<file path="config.mk">
export PLATFORM = sky130hd
export DESIGN_NAME = axi_mem_write_path
export DESIGN_NICKNAME = d
export VERILOG_FILES = /design/src/common/axi_mem_pkg.sv /design/src/axi_mem/axi_mem_write_path.sv
export VERILOG_INCLUDE_DIRS = /design/src /design/src/common
export SDC_FILE = /design/constraint.sdc
export NUM_CORES = 1
export LEC_CHECK = 0
export ABC_CLOCK_PERIOD_IN_PS = 1900
export CORE_AREA = 2 2 48 50
export CTS_CLUSTER_SIZE = 10
export DETAILED_ROUTE_END_ITERATION = 6
export DIE_AREA = 0 0 50 52
export DONT_BUFFER_PORTS = 1
export GPL_ROUTABILITY_DRIVEN = 1
export HOLD_SLACK_MARGIN = 0.15
export PLACE_DENSITY_LB_ADDON = 0.12
export REMOVE_ABC_BUFFERS = 1
export SETUP_SLACK_MARGIN = 0.02
export SYNTH_ARGS = -nofsm -noshare
export SYNTH_HDL_FRONTEND = slang
export SYNTH_SLANG_ARGS = --single-unit
</file>
<file path="constraint.sdc">
create_clock -name clk -period 1.9 [get_ports clk]
set_input_delay 0.19 -clock clk [delete_from_list [all_inputs] [get_ports clk]]
set_output_delay 0.19 -clock clk [all_outputs]
set_load 0.02 [all_outputs]
</file>
<file path="src/common/axi_mem_settings.svh">
/*
 * Build-time sizes for the AXI4-Lite slave memory.
 * Included by the package and by every module that needs an address width.
 */

`ifndef AXI_MEM_SETTINGS_SVH
`define AXI_MEM_SETTINGS_SVH

// AXI address width in bits
`define AXI_MEM_ADDR_W 32

// AXI data width in bits, one word of the store
`define AXI_MEM_DATA_W 32

// Store size in bytes
`define AXI_MEM_SIZE_BYTES 4096

// First byte address answered by the memory
`define AXI_MEM_BASE 32'h8000_0000

// Data returned on an out-of-window read
`define AXI_MEM_ERR_WORD 32'hDEAD_BEEF

`endif

</file>
<file path="src/common/axi_mem_pkg.sv">
/*
 * Types and helpers shared by the AXI4-Lite memory blocks.
 * Derived store widths, response and write FSM enums, address window math.
 */

`include "axi_mem_settings.svh"

package axi_mem_pkg;

    // Store geometry
    localparam int strb_w     = `AXI_MEM_DATA_W / 8;
    localparam int word_cnt   = `AXI_MEM_SIZE_BYTES / strb_w;
    localparam int word_idx_w = $clog2(word_cnt);

    typedef logic [word_idx_w-1:0] word_idx_t;

    // AXI response codes, only okay and slverr are produced
    typedef enum logic [1:0] {
        resp_okay   = 2'b00,
        resp_exokay = 2'b01,
        resp_slverr = 2'b10,
        resp_decerr = 2'b11
    } axi_resp_e;

    // Write channel ordering, address first then data then response
    typedef enum logic [1:0] {wr_addr, wr_data, wr_resp} wr_state_e;

    function automatic word_idx_t word_index(input logic [`AXI_MEM_ADDR_W-1:0] addr);
        logic [`AXI_MEM_ADDR_W-1:0] offset;
        offset = (addr - `AXI_MEM_BASE) >> 2;
        return offset[word_idx_w-1:0];
    endfunction

    function automatic logic in_window(input logic [`AXI_MEM_ADDR_W-1:0] addr);
        logic [`AXI_MEM_ADDR_W-1:0] offset;
        offset = addr - `AXI_MEM_BASE;
        return (addr >= `AXI_MEM_BASE) && (offset < `AXI_MEM_SIZE_BYTES);
    endfunction

endpackage

</file>
<file path="src/axi_mem/axi_mem_write_path.sv">
/*
 * AXI4-Lite write side of the slave memory.
 * Takes AW then W, checks the window once, drives the store write port
 * and returns the B response. One write in flight at most.
 */

`include "axi_mem_settings.svh"

module axi_mem_write_path (
    input  logic                            clk,
    input  logic                            rst_n,
    // Write address channel
    input  logic [`AXI_MEM_ADDR_W-1:0]      awaddr,
    input  logic                            awvalid,
    output logic                            awready,
    // Write data channel
    input  logic [`AXI_MEM_DATA_W-1:0]      wdata,
    input  logic [axi_mem_pkg::strb_w-1:0]  wstrb,
    input  logic                            wvalid,
    output logic                            wready,
    // Write response channel
    output axi_mem_pkg::axi_resp_e          bresp,
    output logic                            bvalid,
    input  logic                            bready,
    // Store write port
    output logic                            mem_we,
    output axi_mem_pkg::word_idx_t          mem_waddr,
    output logic [`AXI_MEM_DATA_W-1:0]      mem_wdata,
    output logic [axi_mem_pkg::strb_w-1:0]  mem_wstrb
);
    import axi_mem_pkg::*;

    wr_state_e state_q;
    wr_state_e state_d;
    word_idx_t widx_q;
    axi_resp_e resp_q;
    logic      aw_fire;
    logic      w_fire;
    logic      b_fire;

    // ==================================================
    // Channel handshakes
    // ==================================================
    assign awready = (state_q == wr_addr);
    assign wready  = (state_q == wr_data);
    assign bvalid  = (state_q == wr_resp);

    assign aw_fire = awvalid && awready;
    assign w_fire  = wvalid && wready;
    assign b_fire  = bvalid && bready;

    always_comb begin
        state_d = state_q;
        case (state_q)
            wr_addr: begin
                if (aw_fire) begin
                    state_d = wr_data;
                end
            end
            wr_data: begin
                if (w_fire) begin
                    state_d = wr_resp;
                end
            end
            wr_resp: begin
                // Hold the response until the master takes it
                if (b_fire) begin
                    state_d = wr_addr;
                end
            end
            default: state_d = wr_addr;
        endcase
    end

    // Response code is decided at address time
    always_ff @(posedge clk or negedge rst_n) begin
        if (!rst_n) begin
            state_q <= wr_addr;
            resp_q  <= resp_okay;
        end else begin
            state_q <= state_d;
            if (aw_fire) begin
                if (in_window(awaddr)) begin
                    resp_q <= resp_okay;
                end else begin
                    resp_q <= resp_slverr;
                end
            end
        end
    end

    always_ff @(posedge clk) begin
        if (aw_fire) begin
            widx_q <= word_index(awaddr);
        end
    end

    // ==================================================
    // Store write port and B channel
    // ==================================================
    // Out-of-window writes never reach the store
    assign mem_we    = w_fire && (resp_q == resp_okay);
    assign mem_waddr = widx_q;
    assign mem_wdata = wdata;
    assign mem_wstrb = wstrb;

    assign bresp = resp_q;

endmodule

</file>
* Yosys cells after proc, flatten, opt, wreduce, memory -nomap -nowiden
Cells that the tools add are included.
Word-level totals: register bits 14, input bits 73, output and inout port bits 52, word-level logic and storage cells 24
Cells by class: add/subtract/negate cells 1, magnitude comparators 2, equal/unequal tests 5, multiplexer cells 5, reductions and logical operators 8
Operator list (count):
- $ge A32 B32 Y1 const B | 1
- $lt A32 B13 Y1 const B | 1
- $sub A32 B32 Y32 const B | 1
- $mux W2 | 4
- $ne A2 B1 Y1 const B | 3
- $pmux W2 S3 | 1
- $logic_and A1 B1 Y1 | 5
- $logic_not A2 Y1 | 2
- $reduce_and A3 Y1 | 1
- $eq A2 B1 Y1 const B | 1
- $eq A2 B2 Y1 const B | 1

* Depth between registers and ports, before layout
Gate-level depths: netlist of run 1.
depth after elaboration 4, gate-level depth with buffers 3

* Least setup slack after synthesis of run 1
OpenSTA, ideal clock, no wires.
path type register to register, start reg state_q[1], end reg resp_q[1], in the netlist bresp[1], library setup time 0.121 ns, arrival 1.269 ns, required time 1.779 ns, slack 0.510 ns, stages on the path, launching flop included 4, path through dfrtp_1 nor3b_2 nand3_1 o22a_1
On the way: word-level cells in the longest chain between the ends 2
Ends and longest elaborated chain:
- start: declaration | line axi_mem_write_path.sv:33 | wr_state_e state_q;
- start signal: assignment | line axi_mem_write_path.sv:78 | state_q <= wr_addr;
- start signal: assignment | line axi_mem_write_path.sv:81 | state_q <= state_d;
- $logic_not A2 Y1 | line axi_mem_write_path.sv:44 | assign awready = (state_q == wr_addr);
- $logic_and A1 B1 Y1 | line axi_mem_write_path.sv:48 | assign aw_fire = awvalid && awready;
- named net aw_fire | line axi_mem_write_path.sv:37 | logic aw_fire;
- end signal: assignment | line axi_mem_write_path.sv:79 | resp_q <= resp_okay;
- end signal: assignment | line axi_mem_write_path.sv:84 | resp_q <= resp_okay;
- end signal: assignment | line axi_mem_write_path.sv:86 | resp_q <= resp_slverr;
- end: declaration | line axi_mem_write_path.sv:36 | axi_resp_e resp_q;
The timed path passes the listed nets, and every way through them passes these cells. A chain may end at the register's enable or synchronous reset.

* Final worst setup path of run 1
start reg state_q[0], end reg state_q[1]
On the way: word-level cells in the longest chain between the ends 4, elaborated cells on any way between the ends 11
Ends and longest elaborated chain:
- $eq A2 B2 Y1 * | line axi_mem_write_path.sv:46 | assign bvalid = (state_q == wr_resp);
- named net bvalid | line axi_mem_write_path.sv:23 | output logic bvalid,
- $logic_and A1 B1 Y1 | line axi_mem_write_path.sv:50 | assign b_fire = bvalid && bready;
- $ne A2 B1 Y1 (no line)
- $reduce_and A3 Y1 (no line)
Mark *: on every way through the listed nets, which the timed path passes. The rest lies on a longest branch.

==> implementation parameters, run 1 <==
Parameter                              Value

Detailed routing
  Remaining antenna violation count    0
  DR iter-0 viols    5
  Vias per cell    5.48
  Total via count after detailed routing    444
  Post-route DRC    0
  Routed wire per std cell    35.9 um
  Overall routed net length    2.91 mm
  Pre-Repair DR Iteration Count    2

Critical path
  Endpoint kind of the worst setup timing path    register
  Crit path from    state_q[0]$_DFFE_PN0P_
  Data required time of the worst path    2.11 ns
  CP Cell Sequence    nor2b_1 > a22o_1 > dlygate4sd3_1
  Setup crit start kind    register
  WS Path Type    reg -> reg
  Source of the worst register-to-register timing path    state_q[0]$_DFFE_PN0P_
  Crit path max fanout    5
  Data arrival time of the worst path    1.85 ns
  Longest individual stage delay on the worst path    0.54 ns
  Slowest cell on the critical path    dlygate4sd3_1

Synth
  Mean instance size in the synthesized netlist    11.3 um2
  Post-synthesis instance area    782 um2
  Unique cell type count in the Yosys netlist    15
  Synth cell count leaders    37 x buf_4, 10 x edfxtp_1, 4 x nor4_1
  Number of enable flip-flop cells after synthesis    10
  Share of the yosys chip area belonging to registers    48.0%
  Proportion of netlist area held by the largest area contributor    38.4%
  Cell accounting for the most synthesized area    edfxtp_1
  Mapped Cells    69
  Leading cell types by total area after synthesis    edfxtp_1 38%, buf_4 36%, dfrtp_1 9.6%
  Async set or reset register ratio after synthesis    23.1%
  Warning count from the yosys run    0
  #FFs+latches synth    13
  Most used flip-flop cell after synthesis    edfxtp_1
  Most common cell in the netlist    buf_4

CTS
  CTS HTree Levels    1
  Max clock buf depth    2
  Clock tree from TritonCTS    built
  # clock sinks    13
  Later-pin clock latency in the skew report    0.26 ns
  Root buffer cell    clkbuf_4
  Post-CTS clock slew at the launch and capture registers of the worst setup and hold paths    0.07 ns
  Total clock buffers created by CTS    3

Timing
  Final hold violations    0
  Final min period    1.64 ns
  Share of the clock period used by the worst path    86.4%
  Final Skew    0.00385 ns
  Count of endpoints failing setup in the final report    0
  TNS Setup    0 ns
  Fin. max-slew vios    0
  RSZ-0062 raised after global routing    false
  Achievable frequency    609 MHz
  Worst-case setup margin in the final layout    0.258 ns

GRT
  Gr ovfl total    0
  Antenna violations before repair    0
  First-pass GRT wire length    3.47 mm
  Vias in the first global route    480
  Maximum number of pins on one net before global-route repair    13
  Total track usage    21.7%

Finish
  Number of diodes added for antenna fixing    0
  Share of post-route cells with drive strength above 1    11.3%
  Final net count    127
  Area growth from synthesis to layout    -6.24%

Floorplan
  Number of rows in the core area    17
  Total Die Area    2600 um2
  Height of the die    52 um
  Initial cell density of the core    37.1%
  Die Width    50 um
  Ports    125
  Placeable core region    2110 um2

Power
  Power per unit of standard cell area    953 nW/um2
  VDD IR max    0.000348 V
  Leakage power figure    0.263 nW

Place
  Placed wire-length estimate    2.72 mm
  PortBufs    0
  Routability Congestion    0.746
  Pre-CTS worst setup slack    0.557 ns

Worst hold path
  Class of the most critical hold timing path    in -> async

Flow run
  Number of max-cap violations    0

Run status
  Status    complete, no violations
[power by group]
group	internal, mW	leakage [nW]	switching (mW)	total [mW]
sequential	0.357	0.128	0.0580	0.415
combinational	0.0566	0.120	0.0680	0.125
clock	0.0811	0.0150	0.0786	0.160
[final timing paths]
| check | endpoint | slack, ns | depth (start not counted) |
|---|---|---|---|
| max | state_q[1]$_DFFE_PN0P_ | 0.26 | 3 |
| min reg2reg | state_q[0]$_DFFE_PN0P_ | 0.51 | 1 |
| max reg2reg | state_q[1]$_DFFE_PN0P_ | 0.26 | 3 |
| min in group clk | bresp[1]$_DFFE_PN0P_ | 0.16 | 3 |
| max in group asynchronous | state_q[0]$_DFFE_PN0P_ | 1.60 | 1 |
| min | state_q[1]$_DFFE_PN0P_ | 0.16 | 1 |
[cell usage in the layout (no fill, tap or decap), types with 2 or more instances in the layout]
master | Yosys | final
clkbuf_4 | 0 | 3
dfrtp_1 | 3 | 3
dlygate4sd3_1 | 0 | 16
edfxtp_1 | 10 | 10
inv_1 | 2 | 2
nand3_1 | 2 | 2
nor2_1 | 2 | 2
nor3b_2 | 2 | 2
nor4_1 | 4 | 4
[timing repair]
item,in CTS,in global routing
gates resized for setup,0,0
hold endpoints to repair,16,0
setup buffers,0,0
hold buffers,16,0
[sequential cells by signal, summed over array words and instances (netlist names)]
signal / flops
state_q: 2
bresp: 1
mem_waddr: 10
[final cells by class]
class / count / area [um2]
tap: 28 / 35.0
inverter: 2 / 7.51
sequential: 13 / 375
fill: 212 / 1370
clock buffer: 4 / 26.3
timing repair buffer: 17 / 168
multi-input combinational: 17 / 121
[critical path, delay by kind of cell, from the launching register on]
kind	cells	cell delay, ns
compound gates	1	0.21
buf+inv	1	0.54
simple gates	1	0.40
flops	1	0.44
[stage by stage]
step / hold slack, ns / utilization, % / cell area [um2] / power, mW / instances
after global placement: -0.105 / 26.0 / 547 / 0.512 / 61
final: 0.162 / 34.8 / 733 / 0.699 / 81
after global routing: 0.151 / 34.8 / 733 / 0.736 / 81
after floorplan: -0.106 / - / 504 / 0.492 / 32
after CTS: 0.154 / 34.8 / 733 / 0.711 / 81
after detailed placement: -0.106 / 26.0 / 547 / 0.516 / 61
[metal layers]
metal,GRT usage (%),share of wire (%),vias up
met2,40.1,53,82
li1,-,-,164
met4,15.3,5.6,0
met5,14.3,0,-
met3,22.7,25,8
met1,9.04,17,190
[cells by family (layout without fill, tap and decap cells)]
family	Yosys count	count (layout)	synth area share [%]
buf+inv	39	23	36.5
simple gates	13	13	11.5
flops	13	13	48.0
other cells	1	1	0.480
compound gates	2	2	2.24
mux	1	1	1.28
No activity file was read; power rests on OpenSTA's default activity.
==> run 2: changes to the inputs <==
- ABC_AREA: not set -> 1
- CELL_PAD_IN_SITES_DETAIL_PLACEMENT: not set -> 1
- CELL_PAD_IN_SITES_GLOBAL_PLACEMENT: not set -> 1
- CORE_AREA: 2 2 48 50 -> not set
- CORE_MARGIN: not set -> 2
- CORE_UTILIZATION: not set -> 30
- DIE_AREA: 0 0 50 52 -> not set
==> run 2 against run 1 <==
  * Maximum frequency is 6.6% higher
  * Design area is 1.5% higher
  * Non-clock buffer count is 1 lower
  * Largest cell class unchanged
  * Clock power is 6% higher
  * Routed wire length is 2.4% higher
  * Flip-flop and latch count stayed put
  * Global-route usage is 3.0 points lower
  * Sequential share of layout area is 0.77 points lower
  * Highest routed layer unchanged
  * Area after synthesis is 2.4% higher
  * Worst setup slack better by 0.10 ns
  * Sequential power is 17% higher
==> implementation parameters, run 2 <==
Parameter                              Value

Timing
  Count of endpoints failing setup in the final report    0
  TNS Setup    0 ns
  Final hold violations    0
  Worst hold margin    0.166 ns
  Achievable frequency    649 MHz
  Worst-case setup margin in the final layout    0.360 ns
  RSZ-0062 raised after global routing    false
  Final Skew    0.000682 ns
  Final min period    1.54 ns
  Fin. max-slew vios    0
  Share of the clock period used by the worst path    81.0%

Detailed routing
  Pre-Repair DR Iteration Count    3
  Overall routed net length    2.98 mm
  Remaining antenna violation count    0
  DR iter-0 viols    2
  Vias per cell    4.72
  Total via count after detailed routing    463
  Routed wire per std cell    30.4 um
  Post-route DRC    0

Floorplan
  Ports    125
  Height of the die    55.7 um
  Total Die Area    3100 um2
  Die Width    55.7 um
  Number of rows in the core area    18
  Initial cell density of the core    32.0%
  Placeable core region    2500 um2

Place
  PortBufs    0
  Pre-CTS worst setup slack    0.541 ns
  Routability Congestion    0.720
  Placed wire-length estimate    2.65 mm

Finish
  Final net count    142
  Most used cells in the layout excluding fill and tap cells    16 x nor2_1, 15 x dlygate4sd3_1, 10 x edfxtp_1
  Share of post-route cells with drive strength above 1    10.3%
  Flip-flop count of the largest register, all copies and words added    10
  Filler cell count    287
  Most common library cell in the layout ignoring fill and taps    nor2_1
  Area growth from synthesis to layout    -7.03%
  Number of diodes added for antenna fixing    0
  Final core utilization    29.8%

CTS
  Max clock buf depth    2
  Later-pin clock latency in the skew report    0.27 ns
  Post-CTS setup buffers    0
  Post-CTS clock slew at the launch and capture registers of the worst setup and hold paths    0.08 ns
  Root buffer cell    clkbuf_4
  CTS HTree Levels    1
  Clock tree from TritonCTS    built
  # clock sinks    13
  Total clock buffers created by CTS    3

Critical path
  Setup crit start kind    register
  Data arrival time of the worst path    1.75 ns
  Dominant delay contributor by cell family on the critical path    buffers and inverters
  Source of the worst register-to-register timing path    state_q[1]$_DFFE_PN0P_
  CP Cell Sequence    nor2_2 > nand2_2 > o31ai_1 > dlygate4sd3_1
  Stages on worst setup path    4
  Data required time of the worst path    2.11 ns
  Crit path max fanout    4
  Slowest cell on the critical path    dlygate4sd3_1
  Depth of the most critical reg-to-reg path    4
  Longest individual stage delay on the worst path    0.57 ns
  Crit path from    state_q[1]$_DFFE_PN0P_
  Buffer and inverter count on the worst path    1
  Endpoint kind of the worst setup timing path    register
  WS Path Type    reg -> reg

Synth
  Async set or reset register ratio after synthesis    23.1%
  Share of the yosys chip area belonging to registers    46.9%
  Most used flip-flop cell after synthesis    edfxtp_1
  Post-synthesis instance area    801 um2
  Synth cell count leaders    37 x buf_4, 16 x nor2_1, 10 x edfxtp_1
  Proportion of netlist area held by the largest area contributor    37.5%
  Cell accounting for the most synthesized area    edfxtp_1
  Most common cell in the netlist    buf_4
  Mapped Cells    85
  Unique cell type count in the Yosys netlist    13
  Warning count from the yosys run    0
  Mean instance size in the synthesized netlist    9.42 um2
  Leading cell types by total area after synthesis    edfxtp_1 38%, buf_4 35%, dfrtp_1 9.4%
  Number of enable flip-flop cells after synthesis    10
  #FFs+latches synth    13

GRT
  Vias in the first global route    457
  Antenna violations before repair    0
  Gr ovfl total    0
  Total track usage    18.7%
  First-pass GRT wire length    3.78 mm
  Maximum number of pins on one net before global-route repair    12

Worst hold path
  Class of the most critical hold timing path    in -> async

Power
  Power per unit of standard cell area    1170 nW/um2
  Leakage power figure    0.284 nW
  Sum of internal, switching and leakage power    0.874 mW
  VDD IR max    0.000357 V

Flow run
  Number of max-cap violations    0

Run status
  Status    complete, no violations
==> run 2: cell families after synthesis <==
kind of cell	after synthesis	share of synthesized area, %
flip-flops	13	46.9
buffers and inverters	42	37.0
AND/OR/NAND/NOR	27	13.8
other	1	0.468
AO/OA/AOI/OAI	2	1.87
==> run 2: through the flow <==
step	area, um2	instances
after detailed placement	568	79
final	744	98
after floorplan	523	48
after global placement	568	79
after global routing	744	98
after CTS	744	98
==> run 2: final timing paths <==
path / to / slack, ns
min in group clk: bresp[1]$_DFFE_PN0P_ / 0.20
hold reg to reg: bresp[1]$_DFFE_PN0P_ / 0.75
setup reg to reg: state_q[0]$_DFFE_PN0P_ / 0.36
setup / recovery: state_q[0]$_DFFE_PN0P_ / 0.36
hold / removal: state_q[1]$_DFFE_PN0P_ / 0.17
max in group asynchronous: bresp[1]$_DFFE_PN0P_ / 1.59
==> run 2: repair_timing <==
item,in CTS,in global routing
hold endpoints to repair,15,0
resized for setup,0,0
hold buffers,15,0
==> run 2: area by class of cell <==
cell class | instances | area, um2 | area share [%]
Clock buffer | 4 | 26.3 | 3.53
Sequential cell | 13 | 375 | 50.4
Multi-Input combinational cell | 30 | 129 | 17.3
Tap cell | 30 | 37.5 | 5.04
Inverter | 5 | 18.8 | 2.52
Timing Repair Buffer | 16 | 158 | 21.2
==> run 2: metal layers <==
layer / track usage [%] / wire length (um)
met1: 8.50 / 524
met2: 30.1 / 1380
met3: 30.5 / 1050
met4: 6.27 / 22
met5: 0 / 0
==> run 2: power by group <==
| part | internal [mW] | switching, mW |
|---|---|---|
| sequential | 0.390 | 0.0930 |
| clock | 0.0812 | 0.0886 |
| combinational | 0.0842 | 0.137 |
==> run 2: worst register-to-register path: stages, from the launching register on <==
cell,delay [ns]
dfrtp_1,0.43
nor2_2,0.29
nand2_2,0.12
o31ai_1,0.08
dlygate4sd3_1,0.57
