===== src/common/axi_mem_settings.svh =====
/*
 * Build-time sizes for the AXI4-Lite slave memory.
 * Included by the package and by every module that needs an address width.
 */

`ifndef AXI_MEM_SETTINGS_SVH
`define AXI_MEM_SETTINGS_SVH

// AXI address width in bits
`define AXI_MEM_ADDR_W 32

// AXI data width in bits, one word of the store
`define AXI_MEM_DATA_W 32

// Store size in bytes
`define AXI_MEM_SIZE_BYTES 4096

// First byte address answered by the memory
`define AXI_MEM_BASE 32'h8000_0000

// Data returned on an out-of-window read
`define AXI_MEM_ERR_WORD 32'hDEAD_BEEF

`endif


===== src/common/axi_mem_pkg.sv =====
/*
 * Types and helpers shared by the AXI4-Lite memory blocks.
 * Derived store widths, response and write FSM enums, address window math.
 */

`include "axi_mem_settings.svh"

package axi_mem_pkg;

    // Store geometry
    localparam int strb_w     = `AXI_MEM_DATA_W / 8;
    localparam int word_cnt   = `AXI_MEM_SIZE_BYTES / strb_w;
    localparam int word_idx_w = $clog2(word_cnt);

    typedef logic [word_idx_w-1:0] word_idx_t;

    // AXI response codes, only okay and slverr are produced
    typedef enum logic [1:0] {
        resp_okay   = 2'b00,
        resp_exokay = 2'b01,
        resp_slverr = 2'b10,
        resp_decerr = 2'b11
    } axi_resp_e;

    // Write channel ordering, address first then data then response
    typedef enum logic [1:0] {wr_addr, wr_data, wr_resp} wr_state_e;

    function automatic word_idx_t word_index(input logic [`AXI_MEM_ADDR_W-1:0] addr);
        logic [`AXI_MEM_ADDR_W-1:0] offset;
        offset = (addr - `AXI_MEM_BASE) >> 2;
        return offset[word_idx_w-1:0];
    endfunction

    function automatic logic in_window(input logic [`AXI_MEM_ADDR_W-1:0] addr);
        logic [`AXI_MEM_ADDR_W-1:0] offset;
        offset = addr - `AXI_MEM_BASE;
        return (addr >= `AXI_MEM_BASE) && (offset < `AXI_MEM_SIZE_BYTES);
    endfunction

endpackage


===== src/axi_mem/axi_mem_read_path.sv =====
/*
 * AXI4-Lite read side of the slave memory.
 * One cycle from AR transfer to rvalid; R is held under back-pressure
 * and a new AR may transfer on the same edge as R.
 */

`include "axi_mem_settings.svh"

module axi_mem_read_path (
    input  logic                         clk,
    input  logic                         rst_n,
    // Read address channel
    input  logic [`AXI_MEM_ADDR_W-1:0]   araddr,
    input  logic                         arvalid,
    output logic                         arready,
    // Read data channel
    output logic [`AXI_MEM_DATA_W-1:0]   rdata,
    output axi_mem_pkg::axi_resp_e       rresp,
    output logic                         rvalid,
    input  logic                         rready,
    // Store read port
    output logic                         mem_re,
    output axi_mem_pkg::word_idx_t       mem_raddr,
    input  logic [`AXI_MEM_DATA_W-1:0]   mem_rdata
);
    import axi_mem_pkg::*;

    logic rvalid_q;
    logic err_q;
    logic ar_fire;
    logic ar_in_window;

    // ==================================================
    // Address acceptance
    // ==================================================
    // Slot is free when empty or being drained this cycle
    assign arready      = !rvalid_q || rready;
    assign ar_fire      = arvalid && arready;
    assign ar_in_window = in_window(araddr);

    // Store is only touched for addresses it owns
    assign mem_re    = ar_fire && ar_in_window;
    assign mem_raddr = word_index(araddr);

    always_ff @(posedge clk or negedge rst_n) begin
        if (!rst_n) begin
            rvalid_q <= 1'b0;
            err_q    <= 1'b0;
        end else begin
            if (ar_fire) begin
                rvalid_q <= 1'b1;
                err_q    <= !ar_in_window;
            end else if (rready) begin
                rvalid_q <= 1'b0;
            end
        end
    end

    // ==================================================
    // Read data channel
    // ==================================================
    assign rvalid = rvalid_q;

    // Store read register holds while mem_re is low, so data stays put
    always_comb begin
        if (err_q) begin
            rdata = `AXI_MEM_ERR_WORD;
            rresp = resp_slverr;
        end else begin
            rdata = mem_rdata;
            rresp = resp_okay;
        end
    end

endmodule


===== config.mk =====
export PLATFORM = sky130hd
export DESIGN_NAME = axi_mem_read_path
export DESIGN_NICKNAME = d
export VERILOG_FILES = /design/src/common/axi_mem_pkg.sv /design/src/axi_mem/axi_mem_read_path.sv
export VERILOG_INCLUDE_DIRS = /design/src /design/src/common
export SDC_FILE = /design/constraint.sdc
export NUM_CORES = 1
export LEC_CHECK = 0
export ABC_AREA = 1
export BUFFER_PORTS_ARGS = -buffer_cell sky130_fd_sc_hd__buf_2
export CORE_MARGIN = 1.5
export CORE_UTILIZATION = 25
export DETAILED_ROUTE_END_ITERATION = 6
export PLACE_DENSITY = 0.86
export SKIP_LAST_GASP = 1
export SLEW_MARGIN = 0
export SYNTH_ARGS = -nofsm -noshare
export SYNTH_HDL_FRONTEND = slang
export SYNTH_SLANG_ARGS = --single-unit

===== constraint.sdc =====
create_clock -name clk -period 2 [get_ports clk]
set_clock_uncertainty 0.1 [all_clocks]
set_input_delay 0.3 -clock clk [delete_from_list [all_inputs] [get_ports clk]]
set_output_delay 0.3 -clock clk [all_outputs]
set_load 0.005 [all_outputs]

# == Yosys cells after proc, flatten, opt, wreduce, memory -nomap -nowiden ==
# Index checks and enable logic that the tools add are counted.
# classes
add_sub_neg,1
mul,0
n_div,0
n_lt_le_gt_ge,2
n_eq_ne,0
shifts,0
muxes,4
bitwise_logic,0
n_reduce_logical,7
# op_table
operator,n
>= comparator 32 bit (second input constant),1
< comparator 32 x 13 -> 1 bit (second input constant),1
2-to-1 mux 32 bit,1
subtractor 32 bit (second input constant),1
logical AND 1 bit,3
zero test 1 bit,2
2-to-1 mux 1 bit,2
2-to-1 mux 2 bit,1
nonzero test 2 bit,1
logical OR 1 bit,1
# word_totals
register_bits,2
latchBits,0
mem_bits_rw,0
romBits,0
out_inout_bits,47
wordCells,16
memories,0

# == Depth between registers and ports, before layout ==
# Gate-level depths: netlist of the first run.
# logic_depth
word_depth,4
ltp_mapped,7
ltp_nobuf,7

# == Worst setup path before layout of the first run ==
# No wires, ideal clock.
# synth_timing
path_type,register -> output
startpoint,register err_q
endpoint,output rdata[23]
arrival_time_ns,0.808
t_required_ns,1.600
slack_ns,0.792
path_stages_with_launch,3
n_path_buf,1
cell_sequence,dfrtp_1 -> buf_6 -> or2_1
# synth_via
elab_chain_len,1
# synth_rtl
element,line_no,text
"start, declared",axi_mem_read_path.sv:29,logic err_q;
"start signal, assigned",axi_mem_read_path.sv:52,err_q <= !ar_in_window;
2-to-1 mux 32 bit,axi_mem_read_path.sv:66,if (err_q) begin
"end, declared",axi_mem_read_path.sv:17,"output logic [`AXI_MEM_DATA_W-1:0] rdata,"
# No other way between the ends.

# == Worst setup path after layout of the first run ==
# layout_timing
startpoint,register err_q
endpoint,output rdata[6]
# The elaborated chain is that of the path after synthesis.

==> results of run 1 <==
[power groups by stage]
stage / sequential (W) / combinational [W] / clock (W)
final: 0.0000450 / 0.0000739 / 0.0000902
after global routing: 0.0000453 / 0.0000842 / 0.0000945
after floorplan: 0.0000459 / 0.0000351 / 0
after CTS: 0.0000451 / 0.0000752 / 0.0000962
after detailed placement: 0.0000456 / 0.0000732 / 0
after global placement: 0.0000457 / 0.0000714 / 0
[flip-flops by register name (all words and copies together), names as in the netlist]
| register | cells |
|---|---|
| err_q | 1 |
| rvalid | 1 |
[layout make-up]
class	instances	area, sq um
fillers	202	1020
repair buffers	93	473
multi-input cells	57	293
flip-flops and latches	2	50.0
inverters	13	48.8
well taps	27	33.8
clock buffers	3	22.5
[placed cells by master (no fill, tap or decap)]
cell	instances
buf_2	91
or2_1	24
nor2_1	20
inv_1	13
nand2_1	8
clkbuf_4	3
nand2_4	2
dfrtp_1	2
nor2_2	1
nand3_1	1
conb_1	1
dlygate4sd3_1	1
buf_4	1
[through the flow]
step	worst slack [ns]	std cells	utilization [%]
floorplan	0.792	87	-
global placement	0.668	191	45.7
detailed placement	0.649	191	45.7
CTS	0.401	195	47.4
global route	0.348	195	47.4
finish	0.422	195	47.4
[cell families (layout without fill, tap and decap cells)]
group / after synthesis / after routing
simple gates: 56 / 56
buf+inv: 28 / 109
other cells: 1 / 1
flops: 2 / 2
[per-layer routing]
metal | up-vias | GRT usage [%] | part of all wire, %
li1 | 395 | - | -
met4 | 0 | 6.19 | 0
met2 | 49 | 27.1 | 51
met1 | 312 | 9.94 | 33
met3 | 0 | 5.86 | 16
met5 | - | 0 | 0
[critical path, stage by stage (launching register included)]
cell and delay [ns]:
dfrtp_1 0.36, buf_4 0.21, or2_1 0.25, buf_2 0.13
[worst paths after layout]
path,start,to,slack [ns],cells past startpoint
hold reg to reg,rvalid,rvalid,0.44,2
min in group asynchronous,rst_n,err_q,0.30,2
hold / removal,arvalid,rvalid,0.22,3
setup / recovery,err_q,rdata[6],0.42,3
setup reg to reg,rvalid,err_q,0.97,6
max in group asynchronous,rst_n,rvalid,1.41,2
==> out/qor.csv, run 1 <==
metric,value,unit
internal power,0.000158,W
Skew-Pair Late Insertion Delay,0.22,ns
Synth area leader,or2_1,
initial core utilization,26.5,%
Post-Syn Area,515,sq um
initial DRC count,7,
vias in the first global route,666,
placed cell areas,888,sq um
Yosys top cell area share,29.1,%
WL per Instance,7.76,um
Post-synth EDFFs,0,
DRT Pass-1 Iters,4,
Die X,48.4,um
core area,1940,sq um
adder-cell share of the synthesized area,0,%
port bufs,91,
HP Class,in -> reg,
largest family of logic cells by synthesized area,simple AND/OR/NAND/NOR gates,
final setup fails,0,
Comb pwr share,35.3,%
fraction of registers with async set/reset,100,%
GP Congestion,0.624,
die height,48.4,um
VDD IR-drop max,0.104,mV
Finished Cell Area,921,sq um
"Period Utilization, post-route",78.9,%
Post-synth top cells,"or2_1, nor2_1, inv_1",
worst hold slack,0.216,ns
pwr dens,227,nW/um^2
RSZ-0062 raised after global routing,false,
# rows,16,
Synth area leaders,"or2_1, buf_4, nor2_1",
Final nets,238,
WS Path Type,reg -> out,
Clock Power Share,43.1,%
status,"complete, no violations",
Clock Sinks,2,
Slew Limit Fails,0,
XOR/XNOR Fraction of Synth Area,0,%
synthesized-area fraction occupied by and/or/nand/nor cells,56.1,%
CTS Hold Bufs,1,
CTS Root Cell,clkbuf_4,
Antenna Nets Post-Route,0,
post-synthesis register bit count,2,
"Distinct cells, synth",11,
total chip power,0.000209,W
Die ar.,2340,sq um
first-pass GRT wire length,2520,um
syn_nets,155,
hpwl dp,1310,um
postcts setup bufs,0,
Overflow after GRT,0,
final hold violation count,0,
max_cap viols,0,
Post-CTS Resized,0,
vias,756,
largest net degree at the start of global routing,34,
syn avg cell area,5.93,sq um
sequential share of the synthesized area,9.71,%
LEAKAGE,0.526,nW
# IOs,115,
post-synthesis mux area share,0,%
layout cells sized above 1,58.3,%
initial antenna violation count,0,
final wirelength,1510,um
CP Launch Type,flop,
vias per inst,3.88,
ant diodes,0,
critical path arrival,1.18,ns
clk buf depth,2,
Syn-to-layout area delta,78.6,%
"count leader, synth",or2_1,
sequential power share,21.5,%
Setup crit end kind,output pin,
Mapped Cells,87,
crit-path max FO,33,
Switch Pwr,0.0000516,W
Worst-path clk slew,0.03,ns
H-tree levels,1,
final setup TNS,0,ns
Max Freq,634,MHz
yosys warns,0,
Final Critical Period,1.58,ns
TritonCTS clock tree,yes,
DRC,0,
Required @ worst endpoint,1.60,ns
switching part of the total,24.7,%
Main synth FF type,dfrtp_1,
Total GRT Usage,13.1,%
Inserted Clock Buffers,3,
post-synthesis compound-gate area fraction,0,%
No activity file was read; power rests on OpenSTA's default activity.
==> run 2: changes to the inputs <==
CORE_UTILIZATION = 23   (was 25)
PLACE_DENSITY = 0.8   (was 0.86)
clock period = 1.5 ns   (was 2 ns; I/O delays follow)
==> out/qor.csv, run 2 (same netlist as run 1, synthesis figures left out) <==
metric,value,unit,change
Antenna Nets Post-Route,0,,unchanged
HP Class,in -> reg,,unchanged
placed cell areas,888,sq um,unchanged
critical path arrival,1.23,ns,was 1.18 ns
Worst R2R Path Depth,5,,was 6
initial antenna violation count,0,,unchanged
Slew Limit Fails,0,,unchanged
"Period Utilization, post-route",103,%,
Inserted Clock Buffers,3,,unchanged
Die X,50.3,um,was 48.4 um
Overflow after GRT,0,,unchanged
worst hold slack,0.138,ns,was 0.216 ns
LEAKAGE,0.558,nW,was 0.526 nW
CTS Root Cell,clkbuf_4,,unchanged
initial DRC count,6,,was 7
# rows,16,,unchanged
Setup crit end kind,output pin,,unchanged
final wirelength,1700,um,was 1510 um
final setup fails,24,,was 0
Final nets,241,,was 238
pwr dens,279,nW/um^2,was 227 nW/um^2
WS Path Type,reg -> out,,unchanged
Final Critical Period,1.55,ns,
CP Launch Type,flop,,unchanged
initial core utilization,25.2,%,was 26.5%
H-tree levels,1,,unchanged
RSZ-0062 raised after global routing,true,,was false
vias per inst,3.95,,was 3.88
fillcell total,221,,was 202
failing checks,setup timing,,
Required @ worst endpoint,1.17,ns,was 1.60 ns
"most common cell after layout, fill and taps aside",buf_2,,unchanged
DRT Pass-1 Iters,4,,unchanged
worst hold stages,3,,unchanged
DRC,0,,unchanged
hpwl dp,1410,um,was 1310 um
Finished Cell Area,1000,sq um,was 921 sq um
Placement Setup Slack,0.00488,ns,was 0.649 ns
vias in the first global route,670,,was 666
Max Freq,645,MHz,
GP Congestion,0.714,,was 0.624
status,"finished, violations left",,"was complete, no violations"
Skew-Pair Late Insertion Delay,0.22,ns,about the same
crit-path max FO,15,,was 33
Finished Layout Cells,198,,was 195
PnR worst setup slack,-0.0503,ns,was 0.422 ns
Worst-path clk slew,0.03,ns,about the same
Syn-to-layout area delta,94.2,%,was 78.6%
clk buf depth,2,,unchanged
port bufs,91,,unchanged
first-pass GRT wire length,2420,um,was 2520 um
largest net degree at the start of global routing,32,,was 34
most frequent cells in the layout,"buf_2, or2_1, nor2_1, inv_1, nand2_1",,unchanged
ant diodes,0,,unchanged
TritonCTS clock tree,yes,,unchanged
Total GRT Usage,12.0,%,was 13.1%
WL per Instance,8.56,um,was 7.76 um
final hold violation count,0,,unchanged
layout cells sized above 1,62.0,%,was 58.3%
Clock Sinks,2,,unchanged
fin util,49.0,%,was 47.4%
max_cap viols,0,,unchanged
Die ar.,2530,sq um,was 2340 sq um
VDD IR-drop max,0.320,mV,was 0.104 mV
vias,783,,was 756
# IOs,115,,unchanged
Cells after DPL,191,,unchanged
core area,2040,sq um,was 1940 sq um
die height,50.3,um,was 48.4 um
run 2: timing repair:
item / 4_1_cts / 5_1_grt
resized for setup: 1 / 12
buffers inserted: 0 / 3
setup endpoints to repair: 33 / 29
endpoints found under the hold margin: 2 / 0
pin swaps: 0 / 16
hold buffers: 1 / 0
run 2: worst max-delay path, stage by stage (launching register included):
cell and delay (ns):
dfrtp_4 0.50, buf_8 0.16, or2_1 0.22, buf_2 0.12
run 2: final cells by class:
| cell class | instances | area (sq um) | area share (%) |
|---|---|---|---|
| inverters | 13 | 48.8 | 4.87 |
| multi-input cells | 57 | 315 | 31.5 |
| clock buffers | 3 | 22.5 | 2.25 |
| repair buffers | 96 | 527 | 52.6 |
| flip-flops and latches | 2 | 53.8 | 5.38 |
| well taps | 27 | 33.8 | 3.38 |
run 2: final timing paths:
| kind | from | endpoint | slack [ns] |
|---|---|---|---|
| setup / recovery | err_q | rdata[11] | -0.05 |
| setup reg to reg | err_q | err_q | 0.45 |
| max in group asynchronous | rst_n | err_q | 0.98 |
| hold / removal | arvalid | rvalid | 0.14 |
| min in group asynchronous | rst_n | err_q | 0.21 |
| hold reg to reg | rvalid | rvalid | 0.43 |
run 2: routing by layer:
metal / vias up / global-route usage (%) / part of all wire [%]
met1: 313 / 10.6 / 33
met3: 11 / 1.49 / 13
met4: 0 / 8.56 / 2.3
met2: 57 / 24.1 / 52
li1: 402 / - / -
met5: - / 0 / 0
run 2: metrics by stage:
stage                     setup TNS, ns  total power (W)
after floorplan                       0         0.000108
after global routing              -1.55         0.000303
final                            -0.597         0.000280
after detailed placement              0         0.000158
after global placement                0         0.000156
after CTS                       -0.0544         0.000282
run 2: where the power goes:
| group | internal [W] | total, W | switching, W |
|---|---|---|---|
| logic | 0.0000642 | 0.000101 | 0.0000369 |
| registers | 0.0000573 | 0.0000599 | 0.00000260 |
| clock network | 0.0000881 | 0.000119 | 0.0000304 |
==> run 3: changes to the inputs <==
SETUP_SLACK_MARGIN = 0.3   (was default)
==> out/qor.csv, run 3 (same netlist as run 1, synthesis figures left out) <==
metric,value,unit,change
Skew-Pair Late Insertion Delay,0.23,ns,was 0.22 ns
status,"finished, violations left",,unchanged
initial antenna violation count,0,,unchanged
final wirelength,1790,um,was 1700 um
die height,50.3,um,unchanged
TritonCTS clock tree,yes,,unchanged
vias per inst,4.01,,was 3.95
Comb pwr share,40.5,%,was 36.2%
LEAKAGE,0.583,nW,was 0.558 nW
fin util,51.8,%,was 49.0%
Overflow after GRT,0,,unchanged
"Period Utilization, post-route",103,%,about the same
ant diodes,0,,unchanged
Clock Sinks,2,,unchanged
Syn-to-layout area delta,105,%,was 94.2%
most frequent cells in the layout,"buf_2, or2_1, nor2_1, inv_1, nand2_1",,unchanged
sequential power share,19.8,%,was 21.4%
internal power,0.000225,W,was 0.000210 W
CP Launch Type,flop,,unchanged
failing checks,setup timing,,unchanged
WS Path Type,reg -> out,,unchanged
H-tree levels,1,,unchanged
critical path arrival,1.23,ns,about the same
initial DRC count,7,,was 6
Worst R2R Path Depth,7,,was 5
worst hold slack,0.213,ns,was 0.138 ns
# IOs,115,,unchanged
final hold violation count,0,,unchanged
initial core utilization,25.2,%,unchanged
layout cells sized above 1,63.6,%,was 62.0%
PnR worst setup slack,-0.0513,ns,was -0.0503 ns
DRC,0,,unchanged
Worst-path clk slew,0.03,ns,about the same
Required @ worst endpoint,1.17,ns,about the same
Max Freq,645,MHz,about the same
Switch Pwr,0.0000777,W,was 0.0000699 W
largest net degree at the start of global routing,32,,unchanged
VDD IR-drop max,0.320,mV,about the same
core area,2040,sq um,unchanged
WL per Instance,8.83,um,was 8.56 um
CTS Root Cell,clkbuf_4,,unchanged
Die X,50.3,um,unchanged
Slew Limit Fails,0,,unchanged
RSZ-0062 raised after global routing,true,,unchanged
pwr dens,287,nW/um^2,was 279 nW/um^2
"most common cell after layout, fill and taps aside",buf_2,,unchanged
DRT Pass-1 Iters,3,,was 4
Finished Layout Cells,203,,was 198
Die ar.,2530,sq um,unchanged
Total GRT Usage,12.4,%,was 12.0%
Final nets,246,,was 241
Cells after DPL,191,,unchanged
Clock Power Share,39.7,%,was 42.4%
Inserted Clock Buffers,3,,unchanged
# rows,16,,unchanged
crit-path max FO,15,,unchanged
HP Class,in -> async,,was in -> reg
hpwl dp,1410,um,unchanged
first-pass GRT wire length,2480,um,was 2420 um
clk buf depth,2,,unchanged
vias,814,,was 783
port bufs,91,,unchanged
GP Congestion,0.714,,unchanged
Finished Cell Area,1060,sq um,was 1000 sq um
Final Critical Period,1.55,ns,about the same
max_cap viols,0,,unchanged
Setup crit end kind,output pin,,unchanged
switching part of the total,25.6,%,was 25.0%
Antenna Nets Post-Route,0,,unchanged
total chip power,0.000303,W,was 0.000280 W
final setup fails,24,,unchanged
placed cell areas,888,sq um,unchanged
vias in the first global route,688,,was 670
## run 3: power by group through the flow
stage	clock (W)	combinational (W)	sequential (W)
floorplan	0	0.0000468	0.0000611
global placement	0	0.0000956	0.0000605
detailed placement	0	0.0000978	0.0000606
CTS	0.000122	0.000106	0.0000600
global route	0.000129	0.000136	0.0000608
finish	0.000120	0.000123	0.0000600
## run 3: cell type report
cell class	instances	area (sq um)
repair buffers	101	578
inverters	13	48.8
clock buffers	3	22.5
fillers	222	985
flip-flops and latches	2	53.8
well taps	27	33.8
multi-input cells	57	320
## run 3: stage by stage
| step | worst slack (ns) | setup TNS (ns) |
|---|---|---|
| 2_1_floorplan | 0.367 | 0 |
| 3_3_place_gp | 0.0170 | 0 |
| 3_5_place_dp | 0.00488 | 0 |
| 4_1_cts | -0.0127 | -0.0544 |
| 5_1_grt | -0.0812 | -1.55 |
| 6_report | -0.0513 | -0.601 |
## run 3: repair_timing
item	CTS	global route
resized for setup	1	17
buffers inserted	3	5
endpoints found under the hold margin	2	0
pin swaps	3	17
setup endpoints to repair	35	35
hold buffers	1	0
## run 3: worst paths after layout
kind	start	to	slack, ns
worst max-delay path	err_q	rdata[1]	-0.05
worst min-delay path	rst_n	rvalid	0.21
worst max register to register	rvalid	err_q	0.39
worst min register to register	rvalid	rvalid	0.66
max in group asynchronous	rst_n	err_q	0.98
min in group clk	araddr[6]	mem_raddr[4]	0.35
## run 3: critical path, stage by stage, from the launching register on
cell	delay (ns)
dfrtp_4	0.50
buf_8	0.16
or2_1	0.22
buf_2	0.13
## run 3: per-layer routing
layer,part of all wire [%],GRT usage (%),routed length (um)
met1,32,10.8,581
met5,0,0,0
met3,13,1.49,229
met2,53,25.2,955
met4,1.4,8.56,25
